**config.mk**
```make
export PLATFORM = sky130hd
export DESIGN_NAME = ctrl_unit
export DESIGN_NICKNAME = d
export VERILOG_FILES = /design/src/rtl/ctrl_pkg.sv /design/src/rtl/ctrl_unit.sv /design/src/rtl/writeback_arbiter.sv /design/src/rtl/operand_dispatch.sv /design/src/rtl/scoreboard_table.sv /design/src/rtl/issue_ctrl.sv /design/src/rtl/inst_decoder.sv
export VERILOG_INCLUDE_DIRS = /design/src /design/src/rtl
export SDC_FILE = /design/constraint.sdc
export NUM_CORES = 1
export LEC_CHECK = 0
export ABC_AREA = 0
export BUFFER_PORTS_ARGS = -buffer_cell sky130_fd_sc_hd__buf_4
export CAP_MARGIN = 20
export CORE_AREA = 2 2 198 200
export CTS_CLUSTER_DIAMETER = 150
export CTS_CLUSTER_SIZE = 28
export DETAILED_ROUTE_END_ITERATION = 10
export DIE_AREA = 0 0 200 202
export GPL_TIMING_DRIVEN = 1
export PLACE_DENSITY_LB_ADDON = 0.12
export REMOVE_ABC_BUFFERS = 1
export SYNTH_ARGS = -nofsm -noshare
export SYNTH_HDL_FRONTEND = slang
export SYNTH_SLANG_ARGS = --single-unit
```
**constraint.sdc**
```tcl
create_clock -name clk -period 12.99 [get_ports clk]
set_input_delay 2.598 -clock clk [delete_from_list [all_inputs] [get_ports clk]]
set_output_delay 2.598 -clock clk [all_outputs]
set_load 0.02 [all_outputs]
```
**src/rtl/ctrl_macros.svh**
```systemverilog
`ifndef CTRL_MACROS_SVH
`define CTRL_MACROS_SVH

`define REG_AW      5
`define FU_NUM      3

// unit codes, 0 marks no pending writer
`define FU_NONE     2'd0
`define FU_ALU      2'd1
`define FU_MEM      2'd2
`define FU_JUMP     2'd3

`define IMM_I       3'd1
`define IMM_S       3'd2
`define IMM_B       3'd3
`define IMM_U       3'd4
`define IMM_J       3'd5

`define WB_ALU      3'd0
`define WB_MEM      3'd1
`define WB_JUMP     3'd4

`define ALU_ADD     4'd1
`define ALU_SUB     4'd2
`define ALU_AND     4'd3
`define ALU_OR      4'd4
`define ALU_XOR     4'd5
`define ALU_SLL     4'd6
`define ALU_SRL     4'd7
`define ALU_SRA     4'd8
`define ALU_SLT     4'd9
`define ALU_SLTU    4'd10
`define ALU_LUI     4'd11
`define ALU_AUIPC   4'd12   // turned into add with pc at dispatch

// branches use {2'b00, funct3}
`define JUMP_JAL    5'h10
`define JUMP_JALR   5'h11

`endif
```
**src/rtl/ctrl_pkg.sv**
```systemverilog
`include "ctrl_macros.svh"

package ctrl_pkg;

    typedef logic [1:0] fu_id_t;

    typedef struct packed {
        logic       use_imm;
        logic [3:0] alu_op;
    } alu_view_t;

    typedef struct packed {
        logic       spare;
        logic [2:0] bhw;    // funct3 of the load or store
        logic       we;
    } mem_view_t;

    // one op word, read per unit
    typedef union packed {
        alu_view_t  alu;
        mem_view_t  mem;
        logic [4:0] jump_op;
    } op_field_u;

    typedef struct packed {
        logic              busy;
        op_field_u         op;
        logic [`REG_AW-1:0] dst;
        logic [`REG_AW-1:0] src1;
        logic [`REG_AW-1:0] src2;
        fu_id_t            fu1;
        fu_id_t            fu2;
        logic              rdy1;
        logic              rdy2;
        logic              done;
    } fu_entry_t;

    // fixed priority: jump, alu, mem
    function automatic fu_id_t prio_pick(input logic [`FU_NUM:1] req);
        if (req[`FU_JUMP])
            return `FU_JUMP;
        if (req[`FU_ALU])
            return `FU_ALU;
        if (req[`FU_MEM])
            return `FU_MEM;
        return `FU_NONE;
    endfunction

endpackage

```
**src/rtl/ctrl_unit.sv**
```systemverilog
`timescale 1ns/1ps
`include "ctrl_macros.svh"

module ctrl_unit (
    input  logic               clk,
    input  logic               rst,
    input  logic [31:0]        pc,
    input  logic [31:0]        inst,
    input  logic [31:0]        imm,
    input  logic               alu_done,
    input  logic               mem_done,
    input  logic               jump_done,
    input  logic               is_jump,
    output logic               is_en,
    output logic [2:0]         imm_sel,
    output logic               alu_en,
    output logic               mem_en,
    output logic               jump_en,
    output logic [31:0]        pc_ctrl,
    output logic [31:0]        imm_ctrl,
    output logic [`REG_AW-1:0] rs1_ctrl,
    output logic [`REG_AW-1:0] rs2_ctrl,
    output logic [4:0]         jump_op,
    output logic [3:0]         alu_op,
    output logic               alu_use_pc,
    output logic               alu_use_imm,
    output logic               mem_we,
    output logic [2:0]         mem_bhw,
    output logic [2:0]         write_sel,
    output logic               reg_write,
    output logic [`REG_AW-1:0] rd_ctrl
);
    import ctrl_pkg::*;

    fu_id_t             dec_fu;
    op_field_u          dec_op;
    logic [`REG_AW-1:0] dec_dst, dec_src1, dec_src2;
    logic               target_busy, dst_pending, ro_en;
    fu_entry_t          entries [1:`FU_NUM];
    logic [31:0]        pc_regs [1:`FU_NUM];
    logic [31:0]        imm_regs [1:`FU_NUM];
    logic [`FU_NUM:1]   rd_grant, wb_grant;

    inst_decoder u_dec (
        .inst(inst), .fu(dec_fu), .op(dec_op), .dst(dec_dst),
        .src1(dec_src1), .src2(dec_src2), .imm_sel(imm_sel)
    );

    issue_ctrl u_issue (
        .clk(clk), .rst(rst), .fu(dec_fu),
        .target_busy(target_busy), .dst_pending(dst_pending),
        .jump_done(jump_done), .is_jump(is_jump),
        .is_en(is_en), .ro_en(ro_en)
    );

    scoreboard_table u_table (
        .clk(clk), .rst(rst), .ro_en(ro_en),
        .fu(dec_fu), .op(dec_op), .dst(dec_dst), .src1(dec_src1), .src2(dec_src2),
        .pc(pc), .imm(imm),
        .fu_done({jump_done, mem_done, alu_done}),   // indexed by unit code
        .rd_grant(rd_grant), .wb_grant(wb_grant),
        .entries(entries), .pc_regs(pc_regs), .imm_regs(imm_regs),
        .target_busy(target_busy), .dst_pending(dst_pending)
    );

    operand_dispatch u_dispatch (
        .entries(entries), .pc_regs(pc_regs), .imm_regs(imm_regs),
        .rd_grant(rd_grant),
        .alu_en(alu_en), .mem_en(mem_en), .jump_en(jump_en),
        .pc_ctrl(pc_ctrl), .imm_ctrl(imm_ctrl),
        .rs1_ctrl(rs1_ctrl), .rs2_ctrl(rs2_ctrl),
        .jump_op(jump_op), .alu_op(alu_op),
        .alu_use_pc(alu_use_pc), .alu_use_imm(alu_use_imm),
        .mem_we(mem_we), .mem_bhw(mem_bhw)
    );

    writeback_arbiter u_wb (
        .entries(entries), .wb_grant(wb_grant),
        .write_sel(write_sel), .reg_write(reg_write), .rd_ctrl(rd_ctrl)
    );

endmodule

```
**src/rtl/writeback_arbiter.sv**
```systemverilog
`timescale 1ns/1ps
`include "ctrl_macros.svh"

module writeback_arbiter (
    input  ctrl_pkg::fu_entry_t entries [1:`FU_NUM],
    output logic [`FU_NUM:1]    wb_grant,
    output logic [2:0]          write_sel,
    output logic                reg_write,
    output logic [`REG_AW-1:0]  rd_ctrl
);
    import ctrl_pkg::*;

    logic [`FU_NUM:1] war_ok;
    logic [`FU_NUM:1] eligible;
    fu_id_t           win;

    // war: nobody may still owe a read of the register being written
    always_comb begin
        for (int u = 1; u <= `FU_NUM; u++) begin
            war_ok[u] = 1'b1;
            for (int v = 1; v <= `FU_NUM; v++) begin
                if (v != u && entries[v].busy && entries[u].dst != '0) begin
                    if (entries[v].rdy1 && entries[v].src1 == entries[u].dst)
                        war_ok[u] = 1'b0;
                    if (entries[v].rdy2 && entries[v].src2 == entries[u].dst)
                        war_ok[u] = 1'b0;
                end
            end
            eligible[u] = entries[u].done & war_ok[u];
        end
    end

    assign win       = prio_pick(eligible);
    assign reg_write = win != `FU_NONE;

    always_comb begin
        for (int u = 1; u <= `FU_NUM; u++)
            wb_grant[u] = win == fu_id_t'(u);
        write_sel = `WB_ALU;
        rd_ctrl   = '0;
        case (win)
            `FU_ALU: rd_ctrl = entries[`FU_ALU].dst;
            `FU_MEM: begin
                write_sel = `WB_MEM;
                rd_ctrl   = entries[`FU_MEM].dst;
            end
            `FU_JUMP: begin
                write_sel = `WB_JUMP;   // link address
                rd_ctrl   = entries[`FU_JUMP].dst;
            end
            default: ;
        endcase
    end

endmodule

```
**src/rtl/operand_dispatch.sv**
```systemverilog
`timescale 1ns/1ps
`include "ctrl_macros.svh"

module operand_dispatch (
    input  ctrl_pkg::fu_entry_t entries [1:`FU_NUM],
    input  logic [31:0]         pc_regs [1:`FU_NUM],
    input  logic [31:0]         imm_regs [1:`FU_NUM],
    output logic [`FU_NUM:1]    rd_grant,
    output logic                alu_en,
    output logic                mem_en,
    output logic                jump_en,
    output logic [31:0]         pc_ctrl,
    output logic [31:0]         imm_ctrl,
    output logic [`REG_AW-1:0]  rs1_ctrl,
    output logic [`REG_AW-1:0]  rs2_ctrl,
    output logic [4:0]          jump_op,
    output logic [3:0]          alu_op,
    output logic                alu_use_pc,
    output logic                alu_use_imm,
    output logic                mem_we,
    output logic [2:0]          mem_bhw
);
    import ctrl_pkg::*;

    logic [`FU_NUM:1] ready;
    fu_id_t           sel;
    fu_entry_t        e;
    logic             is_auipc;

    always_comb begin
        for (int u = 1; u <= `FU_NUM; u++) begin
            ready[u]    = entries[u].rdy1 & entries[u].rdy2;
            rd_grant[u] = sel == fu_id_t'(u);
        end
    end

    assign sel = prio_pick(ready);

    always_comb begin
        e        = '0;
        pc_ctrl  = '0;
        imm_ctrl = '0;
        if (sel != `FU_NONE) begin
            e        = entries[sel];
            pc_ctrl  = pc_regs[sel];
            imm_ctrl = imm_regs[sel];
        end
    end

    assign alu_en   = sel == `FU_ALU;
    assign mem_en   = sel == `FU_MEM;
    assign jump_en  = sel == `FU_JUMP;
    assign rs1_ctrl = e.src1;
    assign rs2_ctrl = e.src2;   // store data for mem

    assign is_auipc    = alu_en && e.op.alu.alu_op == `ALU_AUIPC;
    assign alu_use_pc  = is_auipc;
    assign alu_use_imm = alu_en & e.op.alu.use_imm;
    assign alu_op      = !alu_en ? 4'd0 : is_auipc ? `ALU_ADD : e.op.alu.alu_op;
    assign mem_we      = mem_en & e.op.mem.we;
    assign mem_bhw     = mem_en ? e.op.mem.bhw : 3'd0;
    assign jump_op     = jump_en ? e.op.jump_op : 5'd0;

endmodule

```
**src/rtl/scoreboard_table.sv**
```systemverilog
`timescale 1ns/1ps
`include "ctrl_macros.svh"

module scoreboard_table (
    input  logic                clk,
    input  logic                rst,
    input  logic                ro_en,
    input  ctrl_pkg::fu_id_t    fu,
    input  ctrl_pkg::op_field_u op,
    input  logic [`REG_AW-1:0]  dst,
    input  logic [`REG_AW-1:0]  src1,
    input  logic [`REG_AW-1:0]  src2,
    input  logic [31:0]         pc,
    input  logic [31:0]         imm,
    input  logic [`FU_NUM:1]    fu_done,
    input  logic [`FU_NUM:1]    rd_grant,
    input  logic [`FU_NUM:1]    wb_grant,
    output ctrl_pkg::fu_entry_t entries [1:`FU_NUM],
    output logic [31:0]         pc_regs [1:`FU_NUM],
    output logic [31:0]         imm_regs [1:`FU_NUM],
    output logic                target_busy,
    output logic                dst_pending
);
    import ctrl_pkg::*;

    fu_id_t rrs [0:(1 << `REG_AW)-1];   // pending writer per register
    fu_id_t wb_fu;
    fu_id_t src1_fu, src2_fu;
    logic   src1_rdy, src2_rdy;

    always_comb begin
        wb_fu = `FU_NONE;
        for (int u = 1; u <= `FU_NUM; u++) begin
            if (wb_grant[u])
                wb_fu = fu_id_t'(u);
        end
    end

    assign src1_fu  = rrs[src1];
    assign src2_fu  = rrs[src2];
    // a writer granted this cycle counts as done for the issuing entry
    assign src1_rdy = src1_fu == `FU_NONE || src1_fu == wb_fu;
    assign src2_rdy = src2_fu == `FU_NONE || src2_fu == wb_fu;

    assign target_busy = (fu != `FU_NONE) && entries[fu].busy;
    assign dst_pending = rrs[dst] != `FU_NONE;

    always_ff @(posedge clk or posedge rst) begin
        if (rst) begin
            for (int u = 1; u <= `FU_NUM; u++)
                entries[u] <= '0;
            for (int r = 0; r < (1 << `REG_AW); r++)
                rrs[r] <= `FU_NONE;
        end else begin
            for (int u = 1; u <= `FU_NUM; u++) begin
                if (wb_grant[u]) begin
                    entries[u] <= '0;
                    rrs[entries[u].dst] <= `FU_NONE;
                end else if (entries[u].busy) begin
                    if (fu_done[u])
                        entries[u].done <= 1'b1;   // held until granted
                    if (rd_grant[u]) begin
                        entries[u].rdy1 <= 1'b0;
                        entries[u].rdy2 <= 1'b0;
                    end
                    // raw wake-up
                    if (wb_fu != `FU_NONE && entries[u].fu1 == wb_fu) begin
                        entries[u].rdy1 <= 1'b1;
                        entries[u].fu1  <= `FU_NONE;
                    end
                    if (wb_fu != `FU_NONE && entries[u].fu2 == wb_fu) begin
                        entries[u].rdy2 <= 1'b1;
                        entries[u].fu2  <= `FU_NONE;
                    end
                end
            end
            if (ro_en) begin
                entries[fu] <= '{busy: 1'b1, op: op, dst: dst, src1: src1, src2: src2,
                                 fu1: src1_rdy ? `FU_NONE : src1_fu,
                                 fu2: src2_rdy ? `FU_NONE : src2_fu,
                                 rdy1: src1_rdy, rdy2: src2_rdy, done: 1'b0};
                if (dst != '0)
                    rrs[dst] <= fu;   // x0 never pending
            end
        end
    end

    always_ff @(posedge clk) begin
        if (ro_en) begin
            pc_regs[fu]  <= pc;
            imm_regs[fu] <= imm;
        end
    end

endmodule

```
**src/rtl/issue_ctrl.sv**
```systemverilog
`timescale 1ns/1ps
`include "ctrl_macros.svh"

module issue_ctrl (
    input  logic             clk,
    input  logic             rst,
    input  ctrl_pkg::fu_id_t fu,
    input  logic             target_busy,
    input  logic             dst_pending,
    input  logic             jump_done,
    input  logic             is_jump,
    output logic             is_en,
    output logic             ro_en
);
    logic ctrl_stall;
    logic flush;
    logic hazard;

    assign hazard = target_busy | dst_pending;   // structural or waw

    // flush lets fetch move past the wrong-path word
    assign is_en = flush | (~hazard & ~ctrl_stall);
    assign ro_en = ~flush & ~hazard & ~ctrl_stall & (fu != `FU_NONE);

    always_ff @(posedge clk or posedge rst) begin
        if (rst) begin
            ctrl_stall <= 1'b0;
        end else if (ro_en && fu == `FU_JUMP) begin
            ctrl_stall <= 1'b1;   // hold issue until the target is known
        end else if (jump_done) begin
            ctrl_stall <= 1'b0;
        end
    end

    always_ff @(posedge clk or posedge rst) begin
        if (rst) begin
            flush <= 1'b0;
        end else begin
            flush <= jump_done & is_jump;
        end
    end

endmodule

```
**src/rtl/inst_decoder.sv**
```systemverilog
`timescale 1ns/1ps
`include "ctrl_macros.svh"

module inst_decoder (
    input  logic [31:0]         inst,
    output ctrl_pkg::fu_id_t    fu,
    output ctrl_pkg::op_field_u op,
    output logic [`REG_AW-1:0]  dst,
    output logic [`REG_AW-1:0]  src1,
    output logic [`REG_AW-1:0]  src2,
    output logic [2:0]          imm_sel
);
    logic [6:0] opcode;
    logic [2:0] funct3;
    logic [6:0] funct7;
    logic       f7_zero, f7_alt, r_ok, i_ok;
    logic       use_rd, use_rs1, use_rs2;

    function automatic logic [3:0] alu_code(input logic [2:0] f3, input logic alt);
        case (f3)
            3'd0:    alu_code = alt ? `ALU_SUB : `ALU_ADD;
            3'd1:    alu_code = `ALU_SLL;
            3'd2:    alu_code = `ALU_SLT;
            3'd3:    alu_code = `ALU_SLTU;
            3'd4:    alu_code = `ALU_XOR;
            3'd5:    alu_code = alt ? `ALU_SRA : `ALU_SRL;
            3'd6:    alu_code = `ALU_OR;
            default: alu_code = `ALU_AND;
        endcase
    endfunction

    assign opcode  = inst[6:0];
    assign funct3  = inst[14:12];
    assign funct7  = inst[31:25];
    assign f7_zero = funct7 == 7'h00;
    assign f7_alt  = funct7 == 7'h20;
    assign r_ok    = f7_zero | (f7_alt & (funct3 == 3'd0 | funct3 == 3'd5));
    // only shifts care about funct7
    assign i_ok    = (funct3 == 3'd1) ? f7_zero :
                     (funct3 == 3'd5) ? (f7_zero | f7_alt) : 1'b1;

    always_comb begin
        fu      = `FU_NONE;
        op      = '0;
        imm_sel = 3'd0;
        use_rd  = 1'b0;
        use_rs1 = 1'b0;
        use_rs2 = 1'b0;
        case (opcode)
            7'b0110011: if (r_ok) begin
                fu = `FU_ALU;
                op.alu.alu_op = alu_code(funct3, f7_alt);
                {use_rd, use_rs1, use_rs2} = 3'b111;
            end
            7'b0010011: if (i_ok) begin
                fu = `FU_ALU;
                op.alu.use_imm = 1'b1;
                op.alu.alu_op = alu_code(funct3, f7_alt & (funct3 == 3'd5));
                {use_rd, use_rs1} = 2'b11;
                imm_sel = `IMM_I;
            end
            7'b0000011: if (funct3 inside {3'd0, 3'd1, 3'd2, 3'd4, 3'd5}) begin
                fu = `FU_MEM;
                op.mem.bhw = funct3;
                {use_rd, use_rs1} = 2'b11;
                imm_sel = `IMM_I;
            end
            7'b0100011: if (funct3 < 3'd3) begin
                fu = `FU_MEM;
                op.mem.bhw = funct3;
                op.mem.we = 1'b1;
                {use_rs1, use_rs2} = 2'b11;
                imm_sel = `IMM_S;
            end
            7'b1100011: if (funct3 != 3'd2 && funct3 != 3'd3) begin
                fu = `FU_JUMP;
                op.jump_op = {2'b00, funct3};
                {use_rs1, use_rs2} = 2'b11;
                imm_sel = `IMM_B;
            end
            7'b1101111: begin
                fu = `FU_JUMP;
                op.jump_op = `JUMP_JAL;
                use_rd = 1'b1;
                imm_sel = `IMM_J;
            end
            7'b1100111: if (funct3 == 3'd0) begin
                fu = `FU_JUMP;
                op.jump_op = `JUMP_JALR;
                {use_rd, use_rs1} = 2'b11;
                imm_sel = `IMM_I;
            end
            7'b0110111, 7'b0010111: begin   // lui, auipc
                fu = `FU_ALU;
                op.alu.use_imm = 1'b1;
                op.alu.alu_op = opcode[5] ? `ALU_LUI : `ALU_AUIPC;
                use_rd = 1'b1;
                imm_sel = `IMM_U;
            end
            default: ;
        endcase
    end

    assign dst  = use_rd  ? inst[11:7]  : '0;
    assign src1 = use_rs1 ? inst[19:15] : '0;
    assign src2 = use_rs2 ? inst[24:20] : '0;

endmodule

```
Word level (Yosys, flattened, before mapping) --
Cells that the tools add are included.
Operators by class: mux-type cells 171, shift operators 0, div/mod/pow operators 0, $add $sub $neg 0, $lt $le $gt $ge 14, multipliers 0, reductions and logical operators 52, eq/ne operators 46, bitwise logic cells 37
Operators by type and width (count):
- 64-bit 2-to-1 mux | 5
- 32-bit 2-to-1 mux | 7
- 64-bit bitwise AND | 3
- 96-bit bitwise mux | 2
- 64-bit inverter | 3
- 32-bit binary-select mux with 2-bit select | 2
- 28-bit binary-select mux with 2-bit select | 2
- 2-bit 2-to-1 mux | 43
- 84-bit bitwise mux | 1
- 28-bit 2-to-1 mux | 3
- 84-bit 2-to-1 mux | 1
- 27-bit 2-to-1 mux | 3
- 64-bit bitwise mux | 1
- 32-bit demux with 2-bit select | 1
- 21-bit 2-to-1 mux | 3
- 5-bit == test | 12
- 28-bit demux with 2-bit select | 1
- 4-bit case mux with 7 select lines | 2
- 1-bit 2-to-1 mux | 55
- 7-bit 2-to-1 mux | 6
- 3-bit case mux with 7 select lines | 2
- 2-bit demux with 5-bit select | 4
- 6-bit >= comparator (second input constant) | 6
- 5-bit inverter with 6-bit output | 6
- 40 further kinds | 146
Word-level totals: bits in read-only memories 0, logic and storage cells 390, memories 0, latch bits 0, input port bits 102, bits in writable memories 0, bits in registers 342

Logic depth before layout (Yosys ltp) --
Gate-level depths: netlist (run 1).
depth in word-level cells 27, gate-level depth with buffers 13, mapped depth without buffers 11

By module --
A second synthesis (run 1) with hierarchy kept.
Second synthesis, totals: cell total of the unflattened synthesis 1665, area total of the unflattened synthesis 17904.7 um2
Modules (own cells, without submodules):
- scoreboard_table | area each 14365.0 um2, sequential area each 9469.1 um2, cells an instance 1122, times used 1
- operand_dispatch | area each 1699.1 um2, sequential area each 0.0 um2, cells an instance 285, times used 1
- writeback_arbiter | area each 1043.5 um2, sequential area each 0.0 um2, cells an instance 145, times used 1
- inst_decoder | area each 684.4 um2, sequential area each 0.0 um2, cells an instance 101, times used 1
- issue_ctrl | area each 112.6 um2, sequential area each 50.0 um2, cells an instance 12, times used 1

Least setup slack after synthesis (run 1) --
No wires, ideal clock.
kind input -> output, start point in inst[5], end point out is_en, arrival 4.724 ns, slack 5.668 ns, buffers on the path 2, stages on the path 9, data required time 10.392 ns, path through clkbuf_1 -> and3b_1 -> nand4b_1 -> and4_1 -> clkbuf_1 -> a2111oi_0 -> a32o_1 -> nor4_4 -> or2_2
On the way: word-level cells in the longest chain between the ends 13, elaborated cells between the ends (all ways) 29, classes of those cells eq/ne (9); mux (9); bitwise (6); reduce/logical (5)
Ends and longest elaborated chain:
- from (decl) | RTL line ctrl_unit.sv:8 | input logic [31:0] inst,
- 7-bit == test (tied with other cells) | RTL line inst_decoder.sv:49 | case (opcode)
- 3-bit OR reduction (no source line)
- 1-bit case mux with 5 select lines | RTL line inst_decoder.sv:49
- 5-bit 2-to-1 mux | RTL line inst_decoder.sv:104 | assign dst = use_rd ? inst[11:7] : '0;
- 5-bit inverter with 6-bit output (implied by the code) | RTL line scoreboard_table.sv:46 | assign dst_pending = rrs[dst] != `FU_NONE;
- 2-bit binary-select mux with 5-bit select | RTL line scoreboard_table.sv:46
- 2-bit 2-to-1 mux (implied by the code) (2 in series) | RTL line scoreboard_table.sv:46
- 2-bit nonzero test (no source line)
- 1-bit OR (*) | RTL line issue_ctrl.sv:19 | assign hazard = target_busy | dst_pending;
- 1-bit inverter (*) | RTL line issue_ctrl.sv:22 | assign is_en = flush | (~hazard & ~ctrl_stall);
- 1-bit bitwise AND (*) | RTL line issue_ctrl.sv:22
- 1-bit OR (*) | RTL line issue_ctrl.sv:22
- to (decl) | RTL line ctrl_unit.sv:14 | output logic is_en,
Every way passes the cells marked *; elsewhere a longest branch is shown, timed or not. The select of a mux whose other input is x is not followed.

Final worst setup path (run 1) --
start point in inst[26], end point out is_en
On the way: word-level cells in the longest chain between the ends 16, elaborated cells between the ends (all ways) 29, classes of those cells eq/ne (1); mux (15); bitwise (9); reduce/logical (4)
Ends and longest elaborated chain:
- 7-bit by 6-bit == test with 1-bit output or 7-bit logical NOT (tied branches) | RTL line inst_decoder.sv:36, inst_decoder.sv:35
- 1-bit OR | RTL line inst_decoder.sv:40 | (funct3 == 3'd5) ? (f7_zero | f7_alt) : 1'b1;
- 1-bit 2-to-1 mux | RTL line inst_decoder.sv:40
- 1-bit 2-to-1 mux | RTL line inst_decoder.sv:39 | assign i_ok = (funct3 == 3'd1) ? f7_zero :
- 1-bit 2-to-1 mux | RTL line inst_decoder.sv:55 | 7'b0010011: if (i_ok) begin
- 1-bit case mux with 5 select lines | RTL line inst_decoder.sv:49
- 5-bit 2-to-1 mux | RTL line inst_decoder.sv:104
- 5-bit inverter with 6-bit output (implied by the code) | RTL line scoreboard_table.sv:46
- 2-bit binary-select mux with 5-bit select | RTL line scoreboard_table.sv:46
- 2-bit 2-to-1 mux (implied by the code) (2 in series) | RTL line scoreboard_table.sv:46
- 2-bit nonzero test (no source line)
- 1-bit OR (*) | RTL line issue_ctrl.sv:19
- 1-bit inverter (*) | RTL line issue_ctrl.sv:22
- 1-bit bitwise AND (*) | RTL line issue_ctrl.sv:22
- 1-bit OR (*) | RTL line issue_ctrl.sv:22
Marks and branches as above.

==> impl_metrics.toml, run 1 <==
[power]
intPower_mw = 1.578
clock_power_share = 0.258
total_power_mw = 2.318
switching_share = 0.3191
vdd_ir_drop_max_mv = 0.1310
p_per_area_mw_per_mm2 = 119.2
p_sw_mw = 0.7396
power_frac_comb = 0.219
p_leak_nw = 7.359
seqPwrFrac = 0.522

[clocking]
cts_max_level = 1
clockBufferDepth = 3
cts-root-buf = "clkbuf_16"
post-cts-setup-buffers = 0
numCtsBuffers = 16
cts-hold-fix-buffers = 0
insertion_delay_ps = 530
cts_sinks = 341
path_clk_slew_ps = 110
cts-resized-gates = 0
tritoncts = "yes"

[drt]
dr.pass1.iters = 6
wl_per_cell_um = 24.11
drc = 0
initialDrtViolationCount = 1178
vias = 13760
route.final.wire_length_mm = 54.14
final_antenna_net_count = 0
via_per_inst = 6.131

[synth]
ys_seq_elements = 341
syn-cell-area_mm2 = 0.01706
async_flop_share = 0.4370
ys.warnings.count = 0
ys_seq_area_frac = 0.5564
synth_edf_count = 192
ys_types = 76
ys.flop_type = "edfxtp_1"
synth_cells = 1604
syn_avg_cell_area_um2 = 10.64

[placement]
placed_cells = 2216
hpwl_mm = 36.72
io_buffer_count = 205
placed_area_mm2 = 0.01891
gp_congestion = 0.9350

[setup_path]
critPathMostFrequentCell = "buf_4"
cp_slowest_cell = "nor4_1"
crit_arrival_ps = 5550
critical_path.max_stage_delay_ps = 580
critical_path_class = "in2out"
path_max_fanout = 16
crit_required_ps = 10390
startpoint_type = "primary input"
end_kind = "output port"
crit_chain = "buf_4 -> nor4_1 -> and2_1 -> and4_1 -> or3_1 -> mux2i_1 -> nor4_4 -> or2_2 -> buf_4"

[timing]
hold_violations = 0
drv_slew = 0
skew_ps = 44.07
whs_ps = 510.6
fin_crit_sh = 0.6276
worst_slew_pin_slew_ps = 1120
period_minus_slack_ps = 8153
rsz0062_at_grt = "no"
final-setup-viol-count = 0
max_slew_margin = 0.2469
fin_tns_setup_ps = 0
fmax_mhz = 122.7

[global_routing]
grt_max_degree = 81
grt_pass1_wl_mm = 82.55
grt_pass1_vias = 13350
gr-total-overflow = 0
antenna_found_initial = 0
grt_usage = 0.2681

[die]
die_w_um = 200
io_pins = 207
die_h_um = 202
core_area_mm2 = 0.03829
initial_core_util = 0.4457
row_count = 72
die-area_mm2 = 0.04040

[cells_and_area]
syn2layout_area_growth_pct = 13.98
final_cells = 2245
final_layout_size_suffix_gt1_frac = 0.1702
finalInstanceArea_mm2 = 0.01945
num-nets-final = 1821
antenna_cells = 0

[job]
cap_violations = 0

[status]
status = "finished, final reports clean"

[worst_hold_path]
min-delay-path-class = "reg2reg"
-- registers in the layout (all words and copies together), names as in the netlist --
register,flops
u_issue.flush,1
u_table.rrs,64
u_table.imm_regs,96
u_table.entries,83
u_issue.ctrl_stall,1
u_table.pc_regs,96
-- metrics by stage --
step / utilization / worst slack [ps]
2_1_floorplan: - / 5396
3_3_place_gp: 0.4937 / 4852
3_5_place_dp: 0.4939 / 4760
4_1_cts: 0.5066 / 4761
5_1_grt: 0.5079 / 4548
6_report: 0.5079 / 4837
-- worst max-delay path: cells and delay by family --
family	cells	cell delay, ps
buffers and inverters	2	240
multiplexers	1	210
AND/OR/NAND/NOR	6	2490
-- cell type report --
| type | count | area [um2] |
|---|---|---|
| Sequential cell | 341 | 9494 |
| Tap cell | 518 | 648.1 |
| Clock buffer | 25 | 455.4 |
| Inverter | 23 | 91.34 |
| Multi-Input combinational cell | 1112 | 7009 |
| Fill cell | 3514 | 18840 |
| Clock inverter | 1 | 30.03 |
| Timing Repair Buffer | 225 | 1719 |
-- final timing paths --
path	from	endpoint	slack, ps	cells after the start
worst max-delay path	inst[26]	is_en	4840	9
worst min-delay path	u_table.entries[53]	u_table.entries[53]	510	2
worst min register to register	u_table.entries[53]	u_table.entries[53]	510	2
min in group asynchronous	rst	u_table.rrs[5]	2170	2
worst max register to register	u_table.rrs[8]	u_table.pc_regs[57]	8460	9
max in group asynchronous	rst	u_table.entries[73]	9740	4
-- synthesized netlist by cell type (23+ instances only) --
cell,number,area [um2]
a221oi_1,84,735.7
nand2_1,114,427.9
mux4_2,23,518.0
nor2_1,189,709.4
clkbuf_1,88,330.3
edfxtp_1,192,5766
dfrtp_1,149,3729
nor3_1,45,225.2
a21oi_1,26,130.1
o21ai_1,35,175.2
nand3_1,101,505.5
o21ai_0,129,645.6
xnor2_1,60,525.5
-- cell usage in the layout, fill, tap and decap left out, types with 6 or more instances in the layout --
cell	netlist	routed
buf_4	2	222
edfxtp_1	192	192
nor2_1	189	187
dfrtp_1	149	149
o21ai_0	129	129
nand2_1	114	113
nand3_1	101	99
a221oi_1	84	84
xnor2_1	60	60
nor3_1	45	45
o21ai_1	35	35
a21oi_1	26	26
mux4_2	23	23
nand4_1	22	22
mux2i_1	22	22
and2_1	19	18
clkbuf_16	0	17
inv_1	21	16
and3_1	15	15
a22oi_1	15	15
nor2b_1	14	14
nor4_1	14	14
a211oi_1	14	14
a222oi_1	14	14
nand2b_1	13	13
nor3b_1	13	13
o22ai_1	8	8
clkbuf_1	88	8
or3_1	7	7
a211o_1	7	7
o2bb2ai_1	7	7
nand3b_1	7	7
o2111ai_1	7	6
-- layer usage --
layer  global-route usage  share of wire  vias to the layer above
li1                     -              -                     6286
met2               0.4215           0.46                      581
met1               0.3682           0.42                     6813
met5                    0              0                        -
met3              0.07676          0.095                       84
met4              0.06270          0.023                        0
-- power by group through the flow --
stage	sequential (mW)	clock (mW)	combinational, mW
floorplan	1.22	0	0.273
global placement	1.23	0	0.497
detailed placement	1.23	0	0.500
CTS	1.21	0.610	0.502
global route	1.21	0.644	0.546
finish	1.21	0.599	0.509
-- kinds of logic (layout without fill, tap and decap cells) --
logic type	count (synthesis)	in the layout	share of synthesized area
simple gates	598	598	0.1695
compound gates	404	404	0.1625
flops	341	341	0.5564
buf+inv	151	274	0.03483
xor+xnor	61	61	0.03131
mux	48	48	0.04524
other cells	1	1	0.0002198
Power figures use the tool's default switching activity.
==> run 2, diff against run 1 <==
- ABC_AREA: 0 -> 1
- CORE_AREA: 2 2 198 200 -> 2 2 205 207
- DIE_AREA: 0 0 200 202 -> 0 0 207 209
- clock period: 12.99 -> 8.2 ns (I/O delays scaled with it)
==> run 2 against run 1 <==
Utilization shrank 0.42 points; die area grew 7.1%; final area grew 6.9%; via count grew 24%; critical endpoint unchanged; worst hold slack gained 18 ps; first-iteration DRC count grew 37%.
==> impl_metrics.toml, run 2 <==
[status]
status = "finished, final reports clean"

[setup_path]
critical_path.max_stage_delay_ps = 340
cp_slowest_cell = "nand2_1"
r2r_setup_slack_ps = 3610
crit_required_ps = 6560
crit_family = "simple AND/OR/NAND/NOR gates"
r2r-end = "u_table.entries[30]"
crit_chain = "buf_4 -> inv_2 -> nand2_1 -> nor2_1 -> nand2_1 -> nand3_2 -> nand4_4 -> nand2_1 -> inv_1 -> nor3_1 -> o21ai_1 -> nand3_1 -> nor2_2 -> nand2_2 -> nand2_1 -> buf_4"
startpoint_type = "primary input"
path_max_fanout = 21
crit_buf_inv = 4
crit_arrival_ps = 4350
reg2reg_depth = 19
end_kind = "output port"
critPathMostFrequentCell = "nand2_1"
critical_path_class = "in2out"
r2r-start = "u_table.entries[75]"

[synth]
syn-cell-area_mm2 = 0.01835
ys.warnings.count = 0
yosys-top-cells-count = "nand2_1 (554), nor2_1 (316), nand3_1 (213), edfxtp_1 (192), inv_1 (189)"
yosysTopAreaCellShare = 0.3142
ys_seq_elements = 342
ys_seq_area_frac = 0.5188
yosysTopAreaCell = "edfxtp_1"
synth_cells = 2210
synth_edf_count = 192
ys.flop_type = "edfxtp_1"
synth_most_common_cell = "nand2_1"
syn_avg_cell_area_um2 = 8.302
async_flop_share = 0.4386
synth_area_leaders = "edfxtp_1 (31%), dfrtp_1 (20%), nand2_1 (11%)"
ys_types = 47

[timing]
rsz0062_at_grt = "no"
drv_slew = 0
fin_crit_sh = 0.7309
max_slew_margin = 0.2513
final-setup-viol-count = 0
period_minus_slack_ps = 5993
fmax_mhz = 166.9
fin_tns_setup_ps = 0
skew_ps = 33.03
hold_violations = 0
worst_slew_pin_slew_ps = 1119

[power]
p_per_area_mw_per_mm2 = 155.4
vdd_ir_drop_max_mv = 0.1303
p_leak_nw = 8.702
total_power_mw = 3.231

[cells_and_area]
layout_commonest_cell = "nand2_1"
syn2layout_area_growth_pct = 13.35
finalInstanceArea_mm2 = 0.02080
antenna_cells = 0
seq_area_mm2 = 0.009519
multi_input_area_mm2 = 0.007596
top_regs = "u_table.imm_regs x96, u_table.pc_regs x96, u_table.entries x84"
layout_common_cells = "nand2_1 (552), nor2_1 (314), buf_4 (234)"
final_layout_size_suffix_gt1_frac = 0.1358
num-nets-final = 2463
nFillCells = 3982

[die]
core_area_mm2 = 0.04129
die_w_um = 207
io_pins = 207
initial_core_util = 0.4444
die_h_um = 209
die-area_mm2 = 0.04326
row_count = 75

[placement]
placed_area_mm2 = 0.02031
hpwl_mm = 44.72
gp_congestion = 1.034
io_buffer_count = 205

[drt]
wl_per_cell_um = 22.29
route.final.wire_length_mm = 64.88
vias = 17000
dr.pass1.iters = 6
via_per_inst = 5.843
final_antenna_net_count = 0
initialDrtViolationCount = 1612
drc = 0

[clocking]
insertion_delay_ps = 540
cts_sinks = 342
tritoncts = "yes"
path_clk_slew_ps = 110
numCtsBuffers = 16
cts-resized-gates = 0
clockBufferDepth = 3
cts_max_level = 1
cts-root-buf = "clkbuf_16"
cts-hold-fix-buffers = 0
post-cts-setup-buffers = 0

[worst_hold_path]
hold_start = "u_table.entries[25]"
min-delay-path-class = "reg2reg"
hold_end = "u_table.entries[25]"
min_delay_path_depth = 2

[job]
cap_violations = 0

[global_routing]
antenna_found_initial = 0
grt_pass1_vias = 16140
gr-total-overflow = 0
grt_pass1_wl_mm = 98.42
grt_max_degree = 92
grt_usage = 0.2946
-- run 2: cell count changes in the layout (fill, tap and decap cells not counted), moves of 54 or more --
cell / before / now
xnor2_1: 60 / 6
a221oi_1: 84 / 5
nor2_1: 187 / 314
inv_1: 16 / 187
o31ai_1: 2 / 66
nand3_1: 99 / 213
o21ai_0: 129 / 57
nand2_1: 113 / 552
-- run 2: kinds of logic after synthesis --
| kind of cell | synth area share |
|---|---|
| compound gates | 0.1214 |
| xor+xnor | 0.002864 |
| buf+inv | 0.06888 |
| flops | 0.5188 |
| mux | 0.0005456 |
| other cells | 0.0002044 |
| simple gates | 0.2873 |
-- run 2: stage by stage --
step,instances,utilization,hold slack (ps),setup WS (ps)
floorplan,2109,-,477.9,1151
global placement,2882,0.4920,497.6,2288
detailed placement,2882,0.4920,505.9,2240
CTS,2910,0.5037,524.5,2226
global route,2910,0.5037,543.7,1879
finish,2910,0.5037,528.2,2207
-- run 2: final cells by class --
| type | count | share of cell area |
|---|---|---|
| multi-input combinational | 1564 | 0.3652 |
| clock inverter | 2 | 0.001203 |
| clock buffer | 26 | 0.02208 |
| sequential | 342 | 0.4577 |
| tap | 539 | 0.03243 |
| timing repair buffer | 234 | 0.08447 |
| inverter | 203 | 0.03688 |
-- run 2: worst max-delay path by stage --
stage,startpoint,endpoint,slack [ps],depth (start not counted)
global placement,inst[13],is_en,2290,16
finish,inst[13],is_en,2210,16
global route,inst[0],is_en,1880,14
detailed placement,inst[13],is_en,2240,16
CTS,inst[13],is_en,2230,16
floorplan,inst[13],u_table.imm_regs[64],1150,15
-- run 2: worst reg2reg max path, stage by stage, from the launching register on --
cell	delay (ps)
dfrtp_1	690
clkinv_1	500
a211oi_1	420
nand3_1	160
nand2_1	110
nand2_1	50
nand2_1	100
nand2_1	80
nand2_1	130
inv_1	100
nand2_1	90
buf_4	310
buf_4	370
clkinv_1	590
nor2_1	250
nand2_1	70
nand2_1	270
nand2_1	90
nand2_1	80
inv_1	40
-- run 2: metal layers --
layer	vias to the layer above	wire length [um]	GRT usage
li1	7827	-	-
met1	8196	26540	0.3984
met2	807	29910	0.4714
met3	174	4919	0.03652
met4	0	3499	0.1446
met5	-	0	0
-- run 2: where the power goes --
group          internal, mW  leakage, nW  switching [mW]
Sequential             1.83         3.49          0.0202
Clock                 0.399        0.232           0.556
Combinational         0.117         4.98           0.306
Total                  2.35         8.70           0.882
==> run 3, diff against run 2 <==
- clock period: 8.2 -> 6 ns (I/O delays scaled with it)
==> run 3 against run 2 <==
Routed wire length increased by 0.33%; setup slack worse by 1300 ps; largest power group unchanged; die area did not move; sequential power grew 37%.
==> impl_metrics.toml, run 3 (synthesized netlist as in run 2, its figures left out) <==
[clocking]
clockBufferDepth = 3
cts-resized-gates = 0
path_clk_slew_ps = 120
numCtsBuffers = 16
cts-hold-fix-buffers = 0
tritoncts = "yes"
cts_max_level = 1
post-cts-setup-buffers = 0
cts_sinks = 342
cts-root-buf = "clkbuf_16"
insertion_delay_ps = 540

[cells_and_area]
layout_commonest_cell = "nand2_1"
top_regs = "u_table.imm_regs x96, u_table.pc_regs x96, u_table.entries x84"
post-route-util = 0.5064
finalInstanceArea_mm2 = 0.02091
layout_common_cells = "nand2_1 (552), nor2_1 (314), buf_4 (240)"
num-nets-final = 2472
antenna_cells = 0
syn2layout_area_growth_pct = 13.95
final_layout_size_suffix_gt1_frac = 0.1387

[timing]
max_slew_margin = 0.2218
drv_slew = 0
hold_violations = 0
rsz0062_at_grt = "no"
fmax_mhz = 195.6
skew_ps = 42.07
finalWorstSetupSlack_ps = 888.8
period_minus_slack_ps = 5111
worst_slew_pin_slew_ps = 1157
final-setup-viol-count = 0
fin_tns_setup_ps = 0
fin_crit_sh = 0.8519

[global_routing]
antenna_found_initial = 0
gr-total-overflow = 0
grt_max_degree = 93
grt_pass1_wl_mm = 98.85
grt_pass1_vias = 16140
grt_usage = 0.2943

[placement]
io_buffer_count = 205
pre_cts_slack_ps = 892.2
gp_congestion = 1.059
hpwl_mm = 46.00
placed_area_mm2 = 0.02042

[power]
p_per_area_mw_per_mm2 = 211.7
vdd_ir_drop_max_mv = 0.1422
total_power_mw = 4.426
p_leak_nw = 8.754

[setup_path]
crit_arrival_ps = 3910
cp_slowest_cell = "dfrtp_1"
path_max_fanout = 39
crit_chain = "inv_1 -> a221oi_1 -> nand3_1 -> nand2_1 -> nand2_1 -> nand2_1 -> nand2_1 -> nand2_1 -> buf_4 -> nand2_1 -> o221ai_1 -> buf_4"
startpoint_type = "flop"
critPathMostFrequentCell = "nand2_1"
crit_buf_inv = 3
critical_path_class = "reg2out"
crit_required_ps = 4800
end_kind = "output port"
r2r_setup_slack_ps = 1840
critical_path.max_stage_delay_ps = 550
crit_family = "buffers and inverters"

[die]
initial_core_util = 0.4444
die-area_mm2 = 0.04326
die_h_um = 209
row_count = 75
core_area_mm2 = 0.04129
die_w_um = 207
io_pins = 207

[worst_hold_path]
min-delay-path-class = "reg2reg"

[drt]
route.final.wire_length_mm = 65.09
wl_per_cell_um = 22.31
vias = 17000
initialDrtViolationCount = 1448
via_per_inst = 5.825
drc = 0
final_antenna_net_count = 0
dr.pass1.iters = 6

[status]
status = "finished, final reports clean"

[job]
cap_violations = 0
-- run 3: cell types whose count changed in the layout (fill, tap and decap cells not counted), sizes merged --
cell,before,now
inv,196,195
buf,234,243
-- run 3: stage by stage --
stage,cells,hold slack [ps]
CTS,2918,526.1
finish,2918,518.2
global route,2918,541.4
floorplan,2109,477.9
global placement,2891,497.1
detailed placement,2891,504.1
-- run 3: where the power goes --
part | switching, mW | internal [mW] | total (mW) | leakage (nW)
clock network | 0.752 | 0.545 | 1.30 | 0.232
logic | 0.426 | 0.168 | 0.594 | 5.03
registers | 0.0302 | 2.50 | 2.53 | 3.49
-- run 3: layer usage --
metal  track usage  wire (um)  part of all wire
met1        0.3937      26630              0.41
met2        0.4843      30550              0.47
met3       0.03742       4834             0.074
met4        0.1254       3079             0.047
met5             0          0                 0
-- run 3: cell type report --
type / count / area [um2]
inverter: 203 / 767.0
tap: 539 / 674.4
clock inverter: 1 / 30.03
fill: 4017 / 20380
multi-input combinational: 1564 / 7596
timing repair buffer: 243 / 1862
clock buffer: 26 / 459.2
sequential: 342 / 9519
-- run 3: final timing paths --
| kind | startpoint | to | cells after the start |
|---|---|---|---|
| min in group asynchronous | rst | u_table.rrs[19] | 2 |
| worst min register to register | u_table.entries[54] | u_table.entries[54] | 2 |
| max in group asynchronous | rst | u_table.rrs[22] | 3 |
| worst max-delay path | u_table.entries[21] | rd_ctrl[2] | 12 |
| worst min-delay path | u_table.entries[54] | u_table.entries[54] | 2 |
| worst max register to register | u_table.entries[21] | u_table.rrs[33] | 15 |
-- run 3: worst reg2reg max path, stage by stage, from the launching register on --
cell and delay (ps):
dfrtp_1 550, inv_1 260, a221oi_1 330, nand3_1 170, nand2_1 100, nand2_1 50
nand2_1 90, nand2_1 50, nand2_1 110, buf_4 490, nand2_1 420, buf_4 330
nor3_1 490, inv_1 240, o2111ai_1 260, nand2_1 80
